File: src/rtl/axi_pkg.sv
package axi_pkg;

    // Field widths of the simplified AXI channels
    localparam int ADDR_WIDTH = 32;
    localparam int DATA_WIDTH = 32;
    localparam int LEN_WIDTH  = 8;
    localparam int STRB_WIDTH = DATA_WIDTH / 8;
    localparam int RESP_WIDTH = 2;

    typedef logic [ADDR_WIDTH-1:0] addr_t;
    typedef logic [DATA_WIDTH-1:0] data_t;
    typedef logic [STRB_WIDTH-1:0] strb_t;
    typedef logic [LEN_WIDTH-1:0]  len_t;
    typedef logic [RESP_WIDTH-1:0] resp_t;

    // Response codes
    localparam resp_t RESP_OKAY   = 2'b00;
    localparam resp_t RESP_EXOKAY = 2'b01;
    localparam resp_t RESP_SLVERR = 2'b10;
    localparam resp_t RESP_DECERR = 2'b11;

endpackage

File: src/rtl/id_remap_pkg.sv
package id_remap_pkg;

    localparam int ID_WIDTH_IN  = 6; // Manager side
    localparam int ID_WIDTH_OUT = 3; // Subordinate side

    // Slots per channel, at most 2**ID_WIDTH_OUT
    localparam int TABLE_SIZE = 4;

    // Keep at least one bit for a single-slot table
    localparam int IDX_WIDTH = (TABLE_SIZE > 1) ? $clog2(TABLE_SIZE) : 1;

    typedef logic [ID_WIDTH_IN-1:0]  id_in_t;
    typedef logic [ID_WIDTH_OUT-1:0] id_out_t;
    typedef logic [IDX_WIDTH-1:0]    idx_t;

endpackage

File: src/rtl/id_remap_table.sv
`timescale 1ns/1ps

module id_remap_table (
    input  logic                 clk_i,
    input  logic                 rst_ni,

    input  logic                 alloc_i,
    input  id_remap_pkg::id_in_t id_i,
    output id_remap_pkg::idx_t   free_idx_o,
    output logic                 full_o,

    input  logic                 release_i,
    input  id_remap_pkg::idx_t   rel_idx_i,
    output id_remap_pkg::id_in_t rel_id_o,
    output logic                 empty_o
);

    import id_remap_pkg::*;

    logic [TABLE_SIZE-1:0] valid_q;  // Slot in use
    id_in_t                id_q [TABLE_SIZE];
    idx_t                  free_idx;

    // Lowest free slot wins, so scan from the top down
    always_comb begin
        free_idx = '0;
        for (int i = TABLE_SIZE - 1; i >= 0; i--) begin
            if (!valid_q[i]) begin
                free_idx = idx_t'(i);
            end
        end
    end

    assign free_idx_o = free_idx;
    assign full_o     = &valid_q;   // No slot left
    assign empty_o    = ~(|valid_q);
    assign rel_id_o   = id_q[rel_idx_i];

    // Allocation and release may land in the same cycle on different slots
    always_ff @(posedge clk_i or negedge rst_ni) begin
        if (!rst_ni) begin
            valid_q <= '0;
        end else begin
            for (int i = 0; i < TABLE_SIZE; i++) begin
                if (alloc_i && (free_idx == idx_t'(i))) begin
                    valid_q[i] <= 1'b1;
                end else if (release_i && (rel_idx_i == idx_t'(i))) begin
                    valid_q[i] <= 1'b0;
                end
            end
        end
    end

    // Original IDs, only meaningful while the valid bit is set
    always_ff @(posedge clk_i) begin
        if (alloc_i) begin
            id_q[free_idx] <= id_i;
        end
    end

endmodule

File: src/rtl/id_remap_channel.sv
`timescale 1ns/1ps

module id_remap_channel #(
    parameter bit RELEASE_ON_LAST = 1'b0  // Set for R, clear for B
) (
    input  logic                  clk_i,
    input  logic                  rst_ni,

    // Upstream request
    input  logic                  req_valid_i,
    output logic                  req_ready_o,
    input  id_remap_pkg::id_in_t  req_id_i,

    // Downstream request
    output logic                  req_valid_o,
    input  logic                  req_ready_i,
    output id_remap_pkg::id_out_t req_id_o,

    // Downstream response
    input  logic                  rsp_valid_i,
    output logic                  rsp_ready_o,
    input  id_remap_pkg::id_out_t rsp_id_i,
    input  logic                  rsp_last_i,

    // Upstream response
    output logic                  rsp_valid_o,
    input  logic                  rsp_ready_i,
    output id_remap_pkg::id_in_t  rsp_id_o
);

    import id_remap_pkg::*;

    logic full;
    logic empty;
    logic alloc;
    logic release_slot;
    idx_t free_idx;
    idx_t rel_idx;

    // Request side is held off while every slot is taken
    assign req_valid_o = req_valid_i & ~full;
    assign req_ready_o = req_ready_i & ~full;
    assign alloc       = req_valid_i & req_ready_i & ~full;
    assign req_id_o    = id_out_t'(free_idx);  // Zero extended slot index

    // Nothing outstanding means no response can be legal
    assign rsp_valid_o  = rsp_valid_i & ~empty;
    assign rsp_ready_o  = rsp_ready_i & ~empty;
    assign rel_idx      = rsp_id_i[IDX_WIDTH-1:0];
    assign release_slot = rsp_valid_i & rsp_ready_i & ~empty
                        & (rsp_last_i | ~RELEASE_ON_LAST);

    id_remap_table u_table (
        .clk_i      ( clk_i        ),
        .rst_ni     ( rst_ni       ),
        .alloc_i    ( alloc        ),
        .id_i       ( req_id_i     ),
        .free_idx_o ( free_idx     ),
        .full_o     ( full         ),
        .release_i  ( release_slot ),
        .rel_idx_i  ( rel_idx      ),
        .rel_id_o   ( rsp_id_o     ),
        .empty_o    ( empty        )
    );

endmodule

File: src/rtl/axi_id_remap.sv
`timescale 1ns/1ps

module axi_id_remap (
    input  logic                  clk_i,
    input  logic                  rst_ni,

    // Manager side
    input  logic                  s_aw_valid_i,
    output logic                  s_aw_ready_o,
    input  id_remap_pkg::id_in_t  s_aw_id_i,
    input  axi_pkg::addr_t        s_aw_addr_i,
    input  axi_pkg::len_t         s_aw_len_i,

    input  logic                  s_w_valid_i,
    output logic                  s_w_ready_o,
    input  axi_pkg::data_t        s_w_data_i,
    input  axi_pkg::strb_t        s_w_strb_i,
    input  logic                  s_w_last_i,

    output logic                  s_b_valid_o,
    input  logic                  s_b_ready_i,
    output id_remap_pkg::id_in_t  s_b_id_o,
    output axi_pkg::resp_t        s_b_resp_o,

    input  logic                  s_ar_valid_i,
    output logic                  s_ar_ready_o,
    input  id_remap_pkg::id_in_t  s_ar_id_i,
    input  axi_pkg::addr_t        s_ar_addr_i,
    input  axi_pkg::len_t         s_ar_len_i,

    output logic                  s_r_valid_o,
    input  logic                  s_r_ready_i,
    output id_remap_pkg::id_in_t  s_r_id_o,
    output axi_pkg::data_t        s_r_data_o,
    output axi_pkg::resp_t        s_r_resp_o,
    output logic                  s_r_last_o,

    // Subordinate side
    output logic                  m_aw_valid_o,
    input  logic                  m_aw_ready_i,
    output id_remap_pkg::id_out_t m_aw_id_o,
    output axi_pkg::addr_t        m_aw_addr_o,
    output axi_pkg::len_t         m_aw_len_o,

    output logic                  m_w_valid_o,
    input  logic                  m_w_ready_i,
    output axi_pkg::data_t        m_w_data_o,
    output axi_pkg::strb_t        m_w_strb_o,
    output logic                  m_w_last_o,

    input  logic                  m_b_valid_i,
    output logic                  m_b_ready_o,
    input  id_remap_pkg::id_out_t m_b_id_i,
    input  axi_pkg::resp_t        m_b_resp_i,

    output logic                  m_ar_valid_o,
    input  logic                  m_ar_ready_i,
    output id_remap_pkg::id_out_t m_ar_id_o,
    output axi_pkg::addr_t        m_ar_addr_o,
    output axi_pkg::len_t         m_ar_len_o,

    input  logic                  m_r_valid_i,
    output logic                  m_r_ready_o,
    input  id_remap_pkg::id_out_t m_r_id_i,
    input  axi_pkg::data_t        m_r_data_i,
    input  axi_pkg::resp_t        m_r_resp_i,
    input  logic                  m_r_last_i
);

    // Request payloads go through untouched
    assign m_aw_addr_o = s_aw_addr_i;
    assign m_aw_len_o  = s_aw_len_i;
    assign m_ar_addr_o = s_ar_addr_i;
    assign m_ar_len_o  = s_ar_len_i;

    // W carries no ID
    assign m_w_valid_o = s_w_valid_i;
    assign s_w_ready_o = m_w_ready_i;
    assign m_w_data_o  = s_w_data_i;
    assign m_w_strb_o  = s_w_strb_i;
    assign m_w_last_o  = s_w_last_i;

    assign s_b_resp_o = m_b_resp_i;
    assign s_r_data_o = m_r_data_i;
    assign s_r_resp_o = m_r_resp_i;
    assign s_r_last_o = m_r_last_i;

    // B is always a single beat, so every accepted response frees its slot
    id_remap_channel #(
        .RELEASE_ON_LAST ( 1'b0 )
    ) u_wr_chan (
        .clk_i       ( clk_i        ),
        .rst_ni      ( rst_ni       ),
        .req_valid_i ( s_aw_valid_i ),
        .req_ready_o ( s_aw_ready_o ),
        .req_id_i    ( s_aw_id_i    ),
        .req_valid_o ( m_aw_valid_o ),
        .req_ready_i ( m_aw_ready_i ),
        .req_id_o    ( m_aw_id_o    ),
        .rsp_valid_i ( m_b_valid_i  ),
        .rsp_ready_o ( m_b_ready_o  ),
        .rsp_id_i    ( m_b_id_i     ),
        .rsp_last_i  ( m_b_valid_i  ),
        .rsp_valid_o ( s_b_valid_o  ),
        .rsp_ready_i ( s_b_ready_i  ),
        .rsp_id_o    ( s_b_id_o     )
    );

    id_remap_channel #(
        .RELEASE_ON_LAST ( 1'b1 )
    ) u_rd_chan (
        .clk_i       ( clk_i        ),
        .rst_ni      ( rst_ni       ),
        .req_valid_i ( s_ar_valid_i ),
        .req_ready_o ( s_ar_ready_o ),
        .req_id_i    ( s_ar_id_i    ),
        .req_valid_o ( m_ar_valid_o ),
        .req_ready_i ( m_ar_ready_i ),
        .req_id_o    ( m_ar_id_o    ),
        .rsp_valid_i ( m_r_valid_i  ),
        .rsp_ready_o ( m_r_ready_o  ),
        .rsp_id_i    ( m_r_id_i     ),
        .rsp_last_i  ( m_r_last_i   ),
        .rsp_valid_o ( s_r_valid_o  ),
        .rsp_ready_i ( s_r_ready_i  ),
        .rsp_id_o    ( s_r_id_o     )
    );

endmodule

File: config.mk
export PLATFORM = sky130hd
export DESIGN_NAME = axi_id_remap
export DESIGN_NICKNAME = d
export VERILOG_FILES = /design/src/rtl/axi_pkg.sv /design/src/rtl/id_remap_pkg.sv /design/src/rtl/id_remap_table.sv /design/src/rtl/id_remap_channel.sv /design/src/rtl/axi_id_remap.sv
export SDC_FILE = /design/constraint.sdc
export NUM_CORES = 1
export LEC_CHECK = 0
export BUFFER_PORTS_ARGS = -buffer_cell sky130_fd_sc_hd__buf_2
export CORE_AREA = 3 3 142 144
export CTS_CLUSTER_SIZE = 8
export DETAILED_ROUTE_END_ITERATION = 10
export DIE_AREA = 0 0 145 147
export GPL_ROUTABILITY_DRIVEN = 0
export PLACE_DENSITY = 0.48
export SYNTH_ARGS = -nofsm -noshare
export SYNTH_HDL_FRONTEND = slang
export SYNTH_SLANG_ARGS = --single-unit
File: constraint.sdc
create_clock -name clk_i -period 1.9 [get_ports clk_i]
set_input_delay 0.095 -clock clk_i [delete_from_list [all_inputs] [get_ports clk_i]]
set_output_delay 0.095 -clock clk_i [all_outputs]
set_load 0.05 [all_outputs]
==> qor.yml <==
synth-simple-area-share: 0.0543
grt_pass1_vias: 1584
fin_util: 0.161
drive_gt1_frac: 0.415
insertion_delay_ns: 0.29
cp_data_arrival_time_ns: 1.58
synth-edff-count: 48
outcome: "complete, no violations"
initialDrtViolationCount: 45
clk_pin_slew_ns: 0.07
cellPowerDensity_nw_per_um2: 1180
max_freq_ghz: 0.598
r2r_end: "u_wr_chan.u_table.id_q[3][5]"
worst_slack_ns: 0.227
pre_cts_ws_ns: 0.413
multi_input_area_um2: 572
firstDrtPassIters: 4
seq_power_share: 0.468
yosys_most_used_dff: "edfxtp_1"
die_x_um: 145
crit_type: "reg -> out"
synth_top_family_by_area: "buffers and inverters"
synthCells: 289
path_max_fanout: 6
ys_types: 26
grt_use_total: 0.0768
r2r_slack_ns: 0.41
finalHoldViolCount: 0
syn_to_final_growth_pct: -11.8
slew-limit-headroom: 0.638
holdPathStages: 1
min_path_type: "in -> reg"
async_reset_ff_frac: 0.143
dpl.hpwl_um: 7420
worstSetupStartpointType: "flip-flop"
antenna_left: 0
htreeDepth: 2
synth_area_leader_cell: "edfxtp_1"
overflow: 0
synthXorXnorAreaFrac: 0
cts_setup_buffers: 0
rsz0062_at_grt: "no"
routed_via_density: 3.32
fin_area_um2: 3030
synthMuxAreaShare: 0.0787
ys_seq_area_frac: 0.478
drv_slew: 0
ys_warn_count: 0
nFillCells: 2094
seqCellArea_um2: 1640
die_y_um: 147
numCtsBuffers: 5
nets: 378
cts.path.max_buffers: 2
coreArea_um2: 18800
grt_first_pass_wirelength_um: 11900
min_from: "s_aw_id_i[2]"
drv_cap: 0
ys_seq_elements: 56
comb_power_share: 0.278
finalSetupViolations: 0
hold_path_end: "u_wr_chan.u_table.id_q[3][2]"
ios: 366
avgSynthCellArea_um2: 11.9
place_area_um2: 2870
clkPwrFrac: 0.255
min_period_ns: 1.67
place_inst: 446
skew_ns: 0.00562
peakVddDrop_mv: 0.954
io_buffers: 51
synth.most_common_cell: "buf_4"
power.switching_mw: 1.29
route.detailed.drc: 0
cts_root_buf: "clkbuf_16"
p_sw_frac: 0.361
tritoncts: "built"
p_int_mw: 2.29
row_count: 50
r2r-start: "u_wr_chan.u_table.valid_q[0]"
detail_route.wl_per_cell_um: 19.2
crit_path_end_kind: "primary output"
synth_common_cells: "159 x buf_4, 48 x edfxtp_1, 12 x mux4_2, 11 x o21ai_0, 8 x dfrtp_1"
worst_pin_slew_ns: 0.538
grt_max_degree: 20
period_share: 0.881
synth_top_area_frac: 0.420
cts_num_sinks: 56
reg2reg_depth: 4
crit_required_ns: 1.80
n_antenna_cell: 0
routed_wl_um: 8720
fin_tns_setup_ns: 0
fin_cells: 455
cts_resized: 0
start_util: 0.182
antenna_found_initial: 0
synth_compound_area_frac: 0.0313
synth_fa_ha_area_frac: 0
leakagePower_nw: 1.05
via_count: 1509
mappedNetlistArea_um2: 3430
synthTopCellsByArea: "edfxtp_1 42%, buf_4 35%, mux4_2 7.9%"
dieArea_um2: 21300
[routing by layer]
metal  wire length (um)  track usage
met1               2160       0.0537
met2               4870        0.152
met3               1550       0.0617
met4                148       0.0209
met5                  0            0
[state kept, by name, indices dropped and copies added (netlist names)]
name,count
u_wr_chan.u_table.valid_q,4
u_rd_chan.u_table.valid_q,4
u_rd_chan.u_table.id_q,24
u_wr_chan.u_table.id_q,24
[area by class of cell]
type                    count  share of cell area
clock buffers               5              0.0413
repair buffers             60               0.107
clock inverters             3             0.00868
flip-flops and latches     56               0.542
multi-input cells          68               0.189
inverters                   3             0.00372
well taps                 260               0.107
[cells by family after synthesis]
family	Yosys count
other	1
buffers and inverters	166
AOI/OAI and AO/OA	19
and+or+nand+nor	35
muxes	12
DFF	56
[worst max-delay path by stage]
| stage | startpoint | slack, ns | endpoint | cells past startpoint |
|---|---|---|---|---|
| 2_1_floorplan | u_rd_chan.u_table.valid_q[0] | 0.09 | m_ar_id_o[0] | 2 |
| 3_3_place_gp | u_wr_chan.u_table.valid_q[0] | 0.43 | u_wr_chan.u_table.id_q[3][0] | 4 |
| 3_5_place_dp | u_wr_chan.u_table.valid_q[0] | 0.41 | u_wr_chan.u_table.id_q[3][0] | 4 |
| 4_1_cts | u_wr_chan.u_table.valid_q[2] | 0.18 | m_b_ready_o | 3 |
| 5_1_grt | u_wr_chan.u_table.valid_q[2] | 0.09 | m_b_ready_o | 3 |
| 6_report | u_wr_chan.u_table.valid_q[2] | 0.23 | m_b_ready_o | 3 |
[power groups by stage]
stage | Combinational [mW] | Sequential, mW | Clock (mW)
2_1_floorplan | 1.64 | 1.64 | 0
3_3_place_gp | 1.01 | 1.69 | 0
3_5_place_dp | 1.02 | 1.69 | 0
4_1_cts | 1.02 | 1.67 | 0.957
5_1_grt | 1.08 | 1.69 | 1.00
6_report | 0.995 | 1.68 | 0.913
[metrics by stage]
step	power, mW	hold slack, ns
floorplan	3.28	-0.201
global placement	2.70	-0.0511
detailed placement	2.71	-0.0448
CTS	3.65	0.0196
global route	3.77	0.0181
finish	3.58	0.0272
[what timing repair did]
item,4_1_cts,5_1_grt
hold buffers,1,0
setup endpoints to repair,0,0
hold endpoints to repair,8,0
[worst max-delay path, stage by stage (launching register included)]
cell and delay (ns):
dfrtp_1 0.43, nor4_1 0.53, nor2b_1 0.09, buf_2 0.23
[layout by cell type (no fill, tap or decap), drive strengths merged, types with 4 or more instances in the layout]
master / netlist / layout
and2: 5 / 5
buf: 162 / 59
clkbuf: 1 / 5
dfrtp: 8 / 8
edfxtp: 48 / 48
inv: 3 / 4
mux4: 12 / 12
nand2: 5 / 5
nand3: 4 / 4
nand4: 4 / 4
nor2: 7 / 7
nor2b: 4 / 4
o21ai: 12 / 12
Power figures use the tool's default switching activity.
